===== src/rtl/mem_sys_settings.svh =====
// memory system settings: address split, word width, memory depth and bank latency
`ifndef MEM_SYS_SETTINGS_SVH
`define MEM_SYS_SETTINGS_SVH

// byte address and data word
`define MS_ADDR_W         16
`define MS_DATA_W         16

// address split is tag | index | byte offset
`define MS_TAG_W          5
`define MS_INDEX_W        8
`define MS_OFFSET_W       3

// words in a line, also the bank count
`define MS_WORDS_PER_LINE 4

// main memory depth in words, and cycles from accepted read to data
`define MS_MEM_WORDS      32768
`define MS_MEM_LAT        2

`endif


===== src/rtl/mem_sys_pkg.sv =====
// memory system package: controller state and memory operation types
`default_nettype none

package mem_sys_pkg;

   // controller states
   typedef enum logic [3:0] {
      // waiting for rd or wr
      idle      = 4'd0,
      // compare access on the cache
      comp      = 4'd1,
      // look at hit and valid from compare
      check     = 4'd2,
      // direct read of one victim word
      rd_victim = 4'd3,
      // victim word out to memory
      wb        = 4'd4,
      // bank reads for the line fill
      fill_req  = 4'd5,
      // waiting on the last returned words
      fill_wr   = 4'd6,
      done_hit  = 4'd7,
      done_miss = 4'd8,
      done_err  = 4'd9
   } ctrl_state_t;

   // memory operation on the bank port
   typedef enum logic [1:0] {
      none  = 2'd0,
      read  = 2'd1,
      write = 2'd2
   } mem_op_t;

endpackage

`default_nettype wire


===== src/rtl/cache_if.sv =====
// cache array port: command from the controller, registered response from the array
`default_nettype none
`timescale 1ns/100ps
`include "mem_sys_settings.svh"

interface cache_if;

   // command side
   logic                        enable;
   logic                        comp;
   logic                        write;
   logic [`MS_TAG_W-1:0]        tag_in;
   logic [`MS_INDEX_W-1:0]      index;
   // word within the line, byte offset without bit 0
   logic [`MS_OFFSET_W-2:0]     word;
   logic [`MS_DATA_W-1:0]       data_in;

   // response side, valid the cycle after enable
   logic                        hit;
   logic                        valid;
   logic                        dirty;
   logic [`MS_TAG_W-1:0]        tag_out;
   logic [`MS_DATA_W-1:0]       data_out;

   modport ctrl (
      output enable, comp, write, tag_in, index, word, data_in,
      input  hit, valid, dirty, tag_out, data_out
   );

   modport array (
      input  enable, comp, write, tag_in, index, word, data_in,
      output hit, valid, dirty, tag_out, data_out
   );

endinterface

`default_nettype wire


===== src/rtl/mem_if.sv =====
// banked memory port: request from the controller, read return and stall from memory
`default_nettype none
`timescale 1ns/100ps
`include "mem_sys_settings.svh"

interface mem_if;

   // request, bank picked by addr[2:1]
   mem_sys_pkg::mem_op_t        op;
   logic [`MS_ADDR_W-1:0]       addr;
   logic [`MS_DATA_W-1:0]       wdata;

   // read data, rvalid a fixed latency after acceptance
   logic [`MS_DATA_W-1:0]       rdata;
   logic                        rvalid;
   // addressed bank still busy
   logic                        stall;

   modport ctrl (
      output op, addr, wdata,
      input  rdata, rvalid, stall
   );

   modport mem (
      input  op, addr, wdata,
      output rdata, rvalid, stall
   );

endinterface

`default_nettype wire


===== src/rtl/cache_ctrl.sv =====
// cache controller: FSM that sequences compare, victim writeback, line fill and completion
`default_nettype none
`timescale 1ns/100ps
`include "mem_sys_settings.svh"

module cache_ctrl (
   input  wire                     clk,
   input  wire                     arst_n,
   input  wire [`MS_ADDR_W-1:0]    addr,
   input  wire [`MS_DATA_W-1:0]    data_in,
   input  wire                     rd,
   input  wire                     wr,
   output logic [`MS_DATA_W-1:0]   data_out,
   output logic                    done,
   output logic                    stall,
   output logic                    cache_hit,
   output logic                    err,
   cache_if.ctrl                   cif,
   mem_if.ctrl                     mif
);

   localparam int WORD_W = `MS_OFFSET_W - 1;
   localparam logic [WORD_W-1:0] LAST_WORD = WORD_W'(`MS_WORDS_PER_LINE - 1);

   mem_sys_pkg::ctrl_state_t state, nxt_state;

   // set once a request has missed, so the final hit reports a miss
   logic                     miss_flag;
   // victim word during writeback, request count during fill
   logic [WORD_W-1:0]        word_cnt;
   // fill words received
   logic [WORD_W-1:0]        rcv_cnt;
   logic                     bad_req;
   logic                     line_dirty;
   logic                     fill_rx;
   logic [`MS_TAG_W-1:0]     req_tag;
   logic [`MS_INDEX_W-1:0]   req_index;
   logic [WORD_W-1:0]        req_word;

   // request address split
   assign req_tag   = addr[`MS_ADDR_W-1 -: `MS_TAG_W];
   assign req_index = addr[`MS_OFFSET_W +: `MS_INDEX_W];
   assign req_word  = addr[1 +: WORD_W];

   // odd address or both strobes
   assign bad_req    = addr[0] | (rd & wr);
   // victim needs writeback only if it holds live data
   assign line_dirty = cif.valid & cif.dirty;
   // fill data can return while requests are still going out
   assign fill_rx    = ((state == mem_sys_pkg::fill_req) | (state == mem_sys_pkg::fill_wr))
                       & mif.rvalid;

   always_ff @(posedge clk or negedge arst_n) begin
      if (!arst_n) begin
         state     <= mem_sys_pkg::idle;
         miss_flag <= 1'b0;
         word_cnt  <= '0;
         rcv_cnt   <= '0;
      end else begin
         state <= nxt_state;
         case (state)
            mem_sys_pkg::idle: begin
               miss_flag <= 1'b0;
               word_cnt  <= '0;
               rcv_cnt   <= '0;
            end
            mem_sys_pkg::check: begin
               if (!(cif.hit & cif.valid)) begin
                  miss_flag <= 1'b1;
                  word_cnt  <= '0;
               end
            end
            // wraps back to word 0 after the last victim word
            mem_sys_pkg::wb: begin
               if (!line_dirty) word_cnt <= '0;
               else if (!mif.stall) word_cnt <= word_cnt + 1'b1;
            end
            mem_sys_pkg::fill_req: begin
               if (!mif.stall) word_cnt <= word_cnt + 1'b1;
            end
            default: ;
         endcase
         if (fill_rx) rcv_cnt <= rcv_cnt + 1'b1;
      end
   end

   always_comb begin
      nxt_state   = state;
      // cache defaults follow the processor request
      cif.enable  = 1'b0;
      cif.comp    = 1'b0;
      cif.write   = 1'b0;
      cif.tag_in  = req_tag;
      cif.index   = req_index;
      cif.word    = req_word;
      cif.data_in = data_in;
      mif.op      = mem_sys_pkg::none;
      mif.addr    = addr;
      mif.wdata   = cif.data_out;
      // returned fill word goes straight into the line, also sets tag and valid
      if (fill_rx) begin
         cif.enable  = 1'b1;
         cif.write   = 1'b1;
         cif.word    = rcv_cnt;
         cif.data_in = mif.rdata;
      end
      case (state)
         mem_sys_pkg::idle: begin
            if (rd | wr) nxt_state = bad_req ? mem_sys_pkg::done_err : mem_sys_pkg::comp;
         end
         mem_sys_pkg::comp: begin
            cif.enable = 1'b1;
            cif.comp   = 1'b1;
            cif.write  = wr;
            nxt_state  = mem_sys_pkg::check;
         end
         mem_sys_pkg::check: begin
            if (cif.hit & cif.valid)
               nxt_state = miss_flag ? mem_sys_pkg::done_miss : mem_sys_pkg::done_hit;
            else
               nxt_state = mem_sys_pkg::rd_victim;
         end
         mem_sys_pkg::rd_victim: begin
            cif.enable = 1'b1;
            cif.word   = word_cnt;
            nxt_state  = mem_sys_pkg::wb;
         end
         // victim address rebuilt from the stored tag
         mem_sys_pkg::wb: begin
            if (!line_dirty) begin
               nxt_state = mem_sys_pkg::fill_req;
            end else begin
               mif.op   = mem_sys_pkg::write;
               mif.addr = {cif.tag_out, req_index, word_cnt, 1'b0};
               if (!mif.stall)
                  nxt_state = (word_cnt == LAST_WORD) ? mem_sys_pkg::fill_req
                                                      : mem_sys_pkg::rd_victim;
            end
         end
         mem_sys_pkg::fill_req: begin
            mif.op   = mem_sys_pkg::read;
            mif.addr = {req_tag, req_index, word_cnt, 1'b0};
            if (!mif.stall && word_cnt == LAST_WORD) nxt_state = mem_sys_pkg::fill_wr;
         end
         // retry as a compare once the line is complete
         mem_sys_pkg::fill_wr: begin
            if (fill_rx && rcv_cnt == LAST_WORD) nxt_state = mem_sys_pkg::comp;
         end
         default: nxt_state = mem_sys_pkg::idle;
      endcase
   end

   // processor side outputs
   assign done      = (state == mem_sys_pkg::done_hit) | (state == mem_sys_pkg::done_miss)
                      | (state == mem_sys_pkg::done_err);
   assign cache_hit = (state == mem_sys_pkg::done_hit);
   assign err       = (state == mem_sys_pkg::done_err);
   assign data_out  = cif.data_out;
   // stall from the first cycle a strobe is seen, dropped on done
   assign stall     = (state == mem_sys_pkg::idle) ? (rd | wr) : !done;

endmodule

`default_nettype wire


===== src/flat_wrapper.sv =====
// flat-port wrapper written by rule: the top's interface ports become plain ports
module cache_ctrl_flat 
  (clk, arst_n, addr, data_in, rd, wr, data_out, done, stall, cache_hit, err, cif_enable, cif_comp, cif_write, cif_tag_in, cif_index, cif_word, cif_data_in, cif_hit, cif_valid, cif_dirty, cif_tag_out, cif_data_out, mif_op, mif_addr, mif_wdata, mif_rdata, mif_rvalid, mif_stall);
  cache_if cif_i ();
  mem_if mif_i ();
  input  wire clk;
  input  wire arst_n;
  input  wire [`MS_ADDR_W-1:0] addr;
  input  wire [`MS_DATA_W-1:0] data_in;
  input  wire rd;
  input  wire wr;
  output logic [`MS_DATA_W-1:0] data_out;
  output logic done;
  output logic stall;
  output logic cache_hit;
  output logic err;
  output wire logic [$bits(cif_i.enable)-1:0] cif_enable;
  output wire logic [$bits(cif_i.comp)-1:0] cif_comp;
  output wire logic [$bits(cif_i.write)-1:0] cif_write;
  output wire logic [$bits(cif_i.tag_in)-1:0] cif_tag_in;
  output wire logic [$bits(cif_i.index)-1:0] cif_index;
  output wire logic [$bits(cif_i.word)-1:0] cif_word;
  output wire logic [$bits(cif_i.data_in)-1:0] cif_data_in;
  input wire logic [$bits(cif_i.hit)-1:0] cif_hit;
  input wire logic [$bits(cif_i.valid)-1:0] cif_valid;
  input wire logic [$bits(cif_i.dirty)-1:0] cif_dirty;
  input wire logic [$bits(cif_i.tag_out)-1:0] cif_tag_out;
  input wire logic [$bits(cif_i.data_out)-1:0] cif_data_out;
  output wire logic [$bits(mif_i.op)-1:0] mif_op;
  output wire logic [$bits(mif_i.addr)-1:0] mif_addr;
  output wire logic [$bits(mif_i.wdata)-1:0] mif_wdata;
  input wire logic [$bits(mif_i.rdata)-1:0] mif_rdata;
  input wire logic [$bits(mif_i.rvalid)-1:0] mif_rvalid;
  input wire logic [$bits(mif_i.stall)-1:0] mif_stall;
  assign cif_enable = cif_i.enable;
  assign cif_comp = cif_i.comp;
  assign cif_write = cif_i.write;
  assign cif_tag_in = cif_i.tag_in;
  assign cif_index = cif_i.index;
  assign cif_word = cif_i.word;
  assign cif_data_in = cif_i.data_in;
  assign cif_i.hit = cif_hit;
  assign cif_i.valid = cif_valid;
  assign cif_i.dirty = cif_dirty;
  assign cif_i.tag_out = cif_tag_out;
  assign cif_i.data_out = cif_data_out;
  assign mif_op = mif_i.op;
  assign mif_addr = mif_i.addr;
  assign mif_wdata = mif_i.wdata;
  assign mif_i.rdata = mif_rdata;
  assign mif_i.rvalid = mif_rvalid;
  assign mif_i.stall = mif_stall;
  cache_ctrl u_core (.clk(clk), .arst_n(arst_n), .addr(addr), .data_in(data_in), .rd(rd), .wr(wr), .data_out(data_out), .done(done), .stall(stall), .cache_hit(cache_hit), .err(err), .cif(cif_i), .mif(mif_i));
endmodule

===== config.mk =====
export PLATFORM = sky130hd
export DESIGN_NAME = cache_ctrl_flat
export DESIGN_NICKNAME = d
export VERILOG_FILES = /design/src/rtl/mem_sys_pkg.sv /design/src/rtl/cache_if.sv /design/src/rtl/mem_if.sv /design/src/rtl/cache_ctrl.sv /design/src/flat_wrapper.sv
export VERILOG_INCLUDE_DIRS = /design/src /design/src/rtl
export SDC_FILE = /design/constraint.sdc
export NUM_CORES = 1
export LEC_CHECK = 0
export CAP_MARGIN = 20
export CORE_AREA = 2 2 65 67
export CTS_BUF_LIST = sky130_fd_sc_hd__clkbuf_4 sky130_fd_sc_hd__clkbuf_8
export DETAILED_ROUTE_END_ITERATION = 8
export DIE_AREA = 0 0 67 69
export DONT_BUFFER_PORTS = 1
export PLACE_DENSITY_LB_ADDON = 0.25
export SYNTH_ARGS = -nofsm -noshare
export SYNTH_HDL_FRONTEND = slang
export SYNTH_SLANG_ARGS = --single-unit

===== constraint.sdc =====
create_clock -name clk -period 2.4 [get_ports clk]
set_input_delay 0.24 -clock clk [delete_from_list [all_inputs] [get_ports clk]]
set_output_delay 0.24 -clock clk [all_outputs]
set_load 0.02 [all_outputs]

==> results of run 1 <==
==> routing by layer <==
layer | up-vias | routed length (um) | GRT usage
met5 | - | 0 | 0
met4 | 0 | 31 | 0.0249
met3 | 7 | 521 | 0.0701
met2 | 105 | 1650 | 0.230
met1 | 445 | 1190 | 0.153
li1 | 441 | - | -
==> repair_timing <==
| item | CTS | global route |
|---|---|---|
| endpoints found under the hold margin | 9 | 0 |
| endpoints found under the setup margin | 0 | 0 |
| hold buffers | 1 | 0 |
==> cell usage after synthesis (3+ instances only) <==
cell      n  area (sq um)
inv_1     5          18.8
dfrtp_1   9           225
buf_2     4          20.0
nand2_1  12          45.0
buf_4    54           405
o21ai_0   5          25.0
buf_6     3          33.8
nor2_1    9          33.8
a21oi_1   8          40.0
mux2_2   22           248
mux2i_1   3          30.0
nor3_1    4          20.0
a21o_1    4          30.0
==> how the worst max path moves through the flow <==
stage,start,slack (ns),to
2_1_floorplan,u_core.state[3],0.46,mif_addr[11]
3_3_place_gp,u_core.state[2],0.56,cif_word[1]
3_5_place_dp,u_core.state[2],0.50,cif_word[1]
4_1_cts,u_core.state[2],0.25,cif_word[1]
5_1_grt,u_core.state[2],0.09,cif_word[1]
6_report,u_core.state[2],0.27,cif_word[1]
==> worst max-delay path, stage by stage (launching register included) <==
cell	delay [ns]
dfrtp_1	0.54
nand2b_4	0.16
nor3b_4	0.18
buf_4	0.30
mux2i_1	0.22
o21ai_1	0.07
buf_4	0.18
==> sequential cells by signal, indices dropped and copies added, names as in the netlist <==
| register | flops |
|---|---|
| u_core.rcv_cnt | 2 |
| u_core.miss_flag | 1 |
| u_core.word_cnt | 2 |
| u_core.state | 4 |
==> final cells by class <==
class / count / share of cell area
multi-input cells: 95 / 0.631
flip-flops and latches: 9 / 0.192
repair buffers: 10 / 0.0662
well taps: 50 / 0.0534
clock buffers: 4 / 0.0416
inverters: 5 / 0.0160
==> cells by family (layout without fill, tap and decap cells) <==
kind of cell    after synthesis  count (layout)
mux                          25              25
compound gates               32              32
flops                         9               9
simple gates                 35              35
fa+ha+maj                     2               2
xor+xnor                      1               1
buf+inv                      66              19
==> cells in the final DEF (no fill, tap or decap), types with 2 or more instances in the layout <==
master / count
a21o_1: 4
a21oi_1: 8
buf_4: 9
clkbuf_8: 3
dfrtp_1: 9
ha_1: 2
inv_1: 5
mux2_2: 22
mux2i_1: 3
nand2_1: 12
nor2_1: 9
nor3_1: 4
o21ai_0: 5
o21ai_1: 2
o31ai_1: 2
==> metrics by stage <==
stage,setup WS (ns),std cells
2_1_floorplan,0.464,170
3_3_place_gp,0.557,168
3_5_place_dp,0.502,168
4_1_cts,0.249,173
5_1_grt,0.0873,173
6_report,0.266,173
==> report_power, final <==
part           switching [W]  total [W]  leakage, nW  internal [W]
clock network      0.0000607   0.000188       0.0262      0.000127
registers          0.0000706   0.000286        0.115      0.000216
logic               0.000652    0.00106        0.332      0.000404
==> impl_metrics.csv, run 1 <==
group,metric,value,unit
yosys,ys_warn_count,0,
routing,drt-total-wl,3.38,mm
critical_path,cp.required,2.16,ns
yosys,synth_top_family_by_area,"buffers and inverters",
final_layout,multi_input_area,739,sq um
sta,relSlewSlack,0.572,
sta,fin_setup_tns,0,ns
yosys,synth-xor-area-share,0.00607,
critical_path,path_max_fanout,23,
yosys,syn_inst,170,
critical_path,r2r_slack,0.71,ns
global_routing,grt_first_pass_wirelength,4.94,mm
sta,fin_worst_hold_slack,0.185,ns
critical_path,rr_startpoint,"u_core.state[2]",
critical_path,cp-start-kind,"register",
final_layout,n_fill_cell,413,
power_and_ir_drop,p_leak,0.473,nW
clock_tree,cts_resized,0,
yosys,synth_edf_count,0,
worst_hold_path,holdPathEnd,"u_core.state[3]",
floorplan,core_region_area,3910,sq um
place,post_dp_cell_area,1110,sq um
routing,drtIter0Drc,36,
global_routing,antenna_found_initial,0,
yosys,syn-num-nets,250,
clock_tree,clk_path_buf_depth,2,
clock_tree,cts_inserted_buffers,3,
routing,drc,0,
place,gp_congestion,0.834,
routing,dr.pass1.iters,4,
yosys,ys_seq_elements,9,
sta,setup-violations-final,0,
clock_tree,cts_setup_buffers,0,
final_layout,area_growth_syn_to_layout,-18.7,%
sta,finalCritPeriodShare,0.889,
yosys,synthArstFlopShare,1.00,
floorplan,dieArea,4620,sq um
final_layout,layout-drive-gt1-share,0.341,
status,status,"finished, final reports clean",
routing,wl_per_cell,19.6,um
final_layout,num-nets-final,204,
critical_path,crit_type,"reg -> out",
floorplan,io_pins,166,
global_routing,grt-ovfl-total,0,
clock_tree,cts_sinks,9,
final_layout,seqCellArea,225,sq um
clock_tree,clkLatencyLatePin,0.23,ns
yosys,synthAdderAreaFrac,0.0173,
place,io_buffers,0,
routing,routed_via_density,5.77,
sta,rsz0062_at_grt,"false",
sta,hold_viol,0,
sta,worstMarginPinSlew,0.636,ns
critical_path,worstReg2RegEnd,"u_core.state[1]",
final_layout,diodes,0,
global_routing,grt_pass1_vias,993,
clock_tree,cts_tree,"built",
worst_hold_path,min_path_cells,2,
clock_tree,clkTransAtPathRegs,0.04,ns
power_and_ir_drop,peakVddDrop,0.000501,V
critical_path,r2r_cells,4,
yosys,yosysSeqAreaShare,0.156,
critical_path,cp.arrival,1.89,ns
final_layout,stdcell_area,1170,sq um
floorplan,die_h,69,um
yosys,synth_simple_gate_area_frac,0.140,
place,hpwl,2.87,mm
yosys,synth_mux_area_frac,0.193,
flow_run,maxCapViolCount,0,
yosys,ys.flop_type,"dfrtp_1",
worst_hold_path,min_from,"rd",
final_layout,fin_util,0.300,
yosys,synth-compound-area-share,0.157,
floorplan,die_w,67,um
floorplan,rows,23,
yosys,synth_area,1440,sq um
critical_path,endpoint_kind,"output pin",
global_routing,grt.total_usage,0.137,
clock_tree,cts_root_buffer,"clkbuf_8",
routing,via_count,998,
sta,skew,0.000780,ns
power_and_ir_drop,p_per_area,1310,nW/um^2
yosys,avgSynthCellArea,8.49,sq um
floorplan,initial_core_util,0.369,
yosys,synth.distinct_cells,38,
sta,report.final.slew_viol_count,0,
sta,min_period,2.13,ns
power_and_ir_drop,power.total,0.00153,W
worst_hold_path,hold_path_class,"in -> reg",
routing,ant_nets,0,
clock_tree,htree_levels,1,
global_routing,grt_start_max_net_pins,24,
sta,fmax,469,MHz
(Power assumes the default switching activity.)
==> run 2, diff against run 1 <==
--- a/config.mk
+++ b/config.mk
@@ -12,7 +12,7 @@
 export DETAILED_ROUTE_END_ITERATION = 8
 export DIE_AREA = 0 0 67 69
 export DONT_BUFFER_PORTS = 1
-export PLACE_DENSITY_LB_ADDON = 0.25
+export PLACE_DENSITY = 0.5
 export SYNTH_ARGS = -nofsm -noshare
 export SYNTH_HDL_FRONTEND = slang
 export SYNTH_SLANG_ARGS = --single-unit
==> impl_metrics.csv, run 2 (synthesis results as in run 1) <==
group,metric,value,unit
floorplan,io_pins,166,
place,io_buffers,0,
sta,skew,0.00146,ns
sta,fmax,458,MHz
clock_tree,clkLatencyLatePin,0.23,ns
power_and_ir_drop,p_leak,0.468,nW
clock_tree,cts_setup_buffers,0,
final_layout,mostFrequentLayoutCell,"mux2_2",
final_layout,num-nets-final,203,
sta,rsz0062_at_grt,"false",
clock_tree,clkTransAtPathRegs,0.05,ns
routing,dr.pass1.iters,5,
sta,worstMarginPinSlew,0.638,ns
final_layout,layout-drive-gt1-share,0.336,
critical_path,path_cells,"nand2b_4 > nor3b_4 > buf_4 > mux2i_1 > o21ai_1 > buf_4",
critical_path,worstReg2RegEnd,"u_core.state[1]",
worst_hold_path,min_from,"mif_stall",
power_and_ir_drop,peakVddDrop,0.000589,V
critical_path,slowest_stage,"dfrtp_1",
critical_path,cp_top_family,"buffers and inverters",
place,post_dp_cell_area,1110,sq um
clock_tree,postCtsHoldBufs,1,
critical_path,crit_type,"reg -> out",
critical_path,endpoint_kind,"output pin",
worst_hold_path,hold_path_class,"in -> reg",
global_routing,grt.total_usage,0.144,
global_routing,antenna_found_initial,0,
clock_tree,clk_path_buf_depth,2,
final_layout,area_growth_syn_to_layout,-19.3,%
critical_path,rr_startpoint,"u_core.state[3]",
clock_tree,htree_levels,1,
worst_hold_path,holdPathEnd,"u_core.state[0]",
critical_path,path_buf_inv,2,
sta,hold_viol,0,
routing,drtIter0Drc,58,
clock_tree,cts_tree,"built",
sta,finalCritPeriodShare,0.909,
sta,setup-violations-final,0,
sta,report.final.slew_viol_count,0,
clock_tree,cts_inserted_buffers,3,
power_and_ir_drop,p_per_area,1310,nW/um^2
final_layout,stdcell_area,1160,sq um
critical_path,cp.arrival,1.94,ns
status,status,"finished, final reports clean",
routing,wl_per_cell,20.7,um
critical_path,cp.required,2.16,ns
clock_tree,cts_resized,0,
final_layout,max_flop_register,"u_core.state",
sta,fin_worst_hold_slack,0.165,ns
routing,routed_via_density,5.89,
global_routing,grt_pass1_vias,993,
routing,via_count,1013,
floorplan,dieArea,4620,sq um
flow_run,maxCapViolCount,0,
floorplan,die_h,69,um
clock_tree,cts_sinks,9,
final_layout,top_regs,"u_core.state: 4 flops, u_core.rcv_cnt: 2 flops, u_core.word_cnt: 2 flops",
floorplan,die_w,67,um
global_routing,grt_first_pass_wirelength,4.98,mm
sta,fin_setup_tns,0,ns
worst_hold_path,min_path_cells,2,
sta,relSlewSlack,0.570,
final_layout,diodes,0,
final_layout,instances_no_fill,172,
floorplan,initial_core_util,0.369,
floorplan,rows,23,
floorplan,core_region_area,3910,sq um
clock_tree,cts_root_buffer,"clkbuf_8",
final_layout,largest_reg_flops,4,
place,gp_congestion,0.785,
place,post-place-cells,167,
critical_path,r2r_cells,4,
sta,min_period,2.18,ns
global_routing,grt_start_max_net_pins,24,
routing,ant_nets,0,
critical_path,r2r_slack,0.68,ns
critical_path,path_max_fanout,23,
routing,drt-total-wl,3.56,mm
routing,drc,0,
final_layout,mostFrequentLayoutCells,"22 x mux2_2, 12 x nand2_1, 9 x nor2_1, 9 x dfrtp_1",
critical_path,cp-start-kind,"register",
critical_path,max_stage_delay,0.47,ns
place,hpwl,2.96,mm
global_routing,grt-ovfl-total,0,
critical_path,critPathMostFrequentCell,"buf_4",
run 2: stage by stage:
stage               power [W]  worst slack (ns)  utilization
floorplan             0.00132             0.464            -
global placement      0.00134             0.545        0.283
detailed placement    0.00133             0.490        0.283
CTS                   0.00153             0.237        0.298
global route          0.00164            0.0733        0.298
finish                0.00153             0.217        0.298
run 2: power by group:
| group | switching [W] | leakage (nW) | internal [W] |
|---|---|---|---|
| sequential | 0.0000806 | 0.115 | 0.000215 |
| clock | 0.0000623 | 0.0262 | 0.000127 |
| combinational | 0.000646 | 0.327 | 0.000396 |
run 2: layout make-up:
type                            count  area [sq um]
Fill cell                         432          2750
Multi-Input combinational cell     95           739
Sequential cell                     9           225
Timing Repair Buffer                9          70.1
Tap cell                           50          62.6
Clock buffer                        4          48.8
Inverter                            5          18.8
run 2: worst reg2reg max path: cells and delay by family (launching register included):
| family | cells | cell delay, ns |
|---|---|---|
| flops | 1 | 0.47 |
| simple gates | 2 | 0.74 |
| compound gates | 2 | 0.40 |
run 2: per-layer routing:
layer | share of wire | up-vias | track usage
li1 | - | 441 | -
met1 | 0.31 | 441 | 0.135
met2 | 0.51 | 120 | 0.259
met4 | 0.020 | 0 | 0.0590
met5 | 0 | - | 0
met3 | 0.16 | 11 | 0.0685
run 2: worst max-delay path by stage:
stage                                from           end  slack [ns]  cells past startpoint
after floorplan           u_core.state[3]  mif_addr[11]        0.46                      5
after global placement    u_core.state[3]   cif_word[0]        0.55                      6
after detailed placement  u_core.state[3]   cif_word[1]        0.49                      6
after CTS                 u_core.state[3]   cif_word[1]        0.24                      6
after global routing      u_core.state[2]   cif_word[1]        0.07                      6
final                     u_core.state[3]   cif_word[1]        0.22                      6
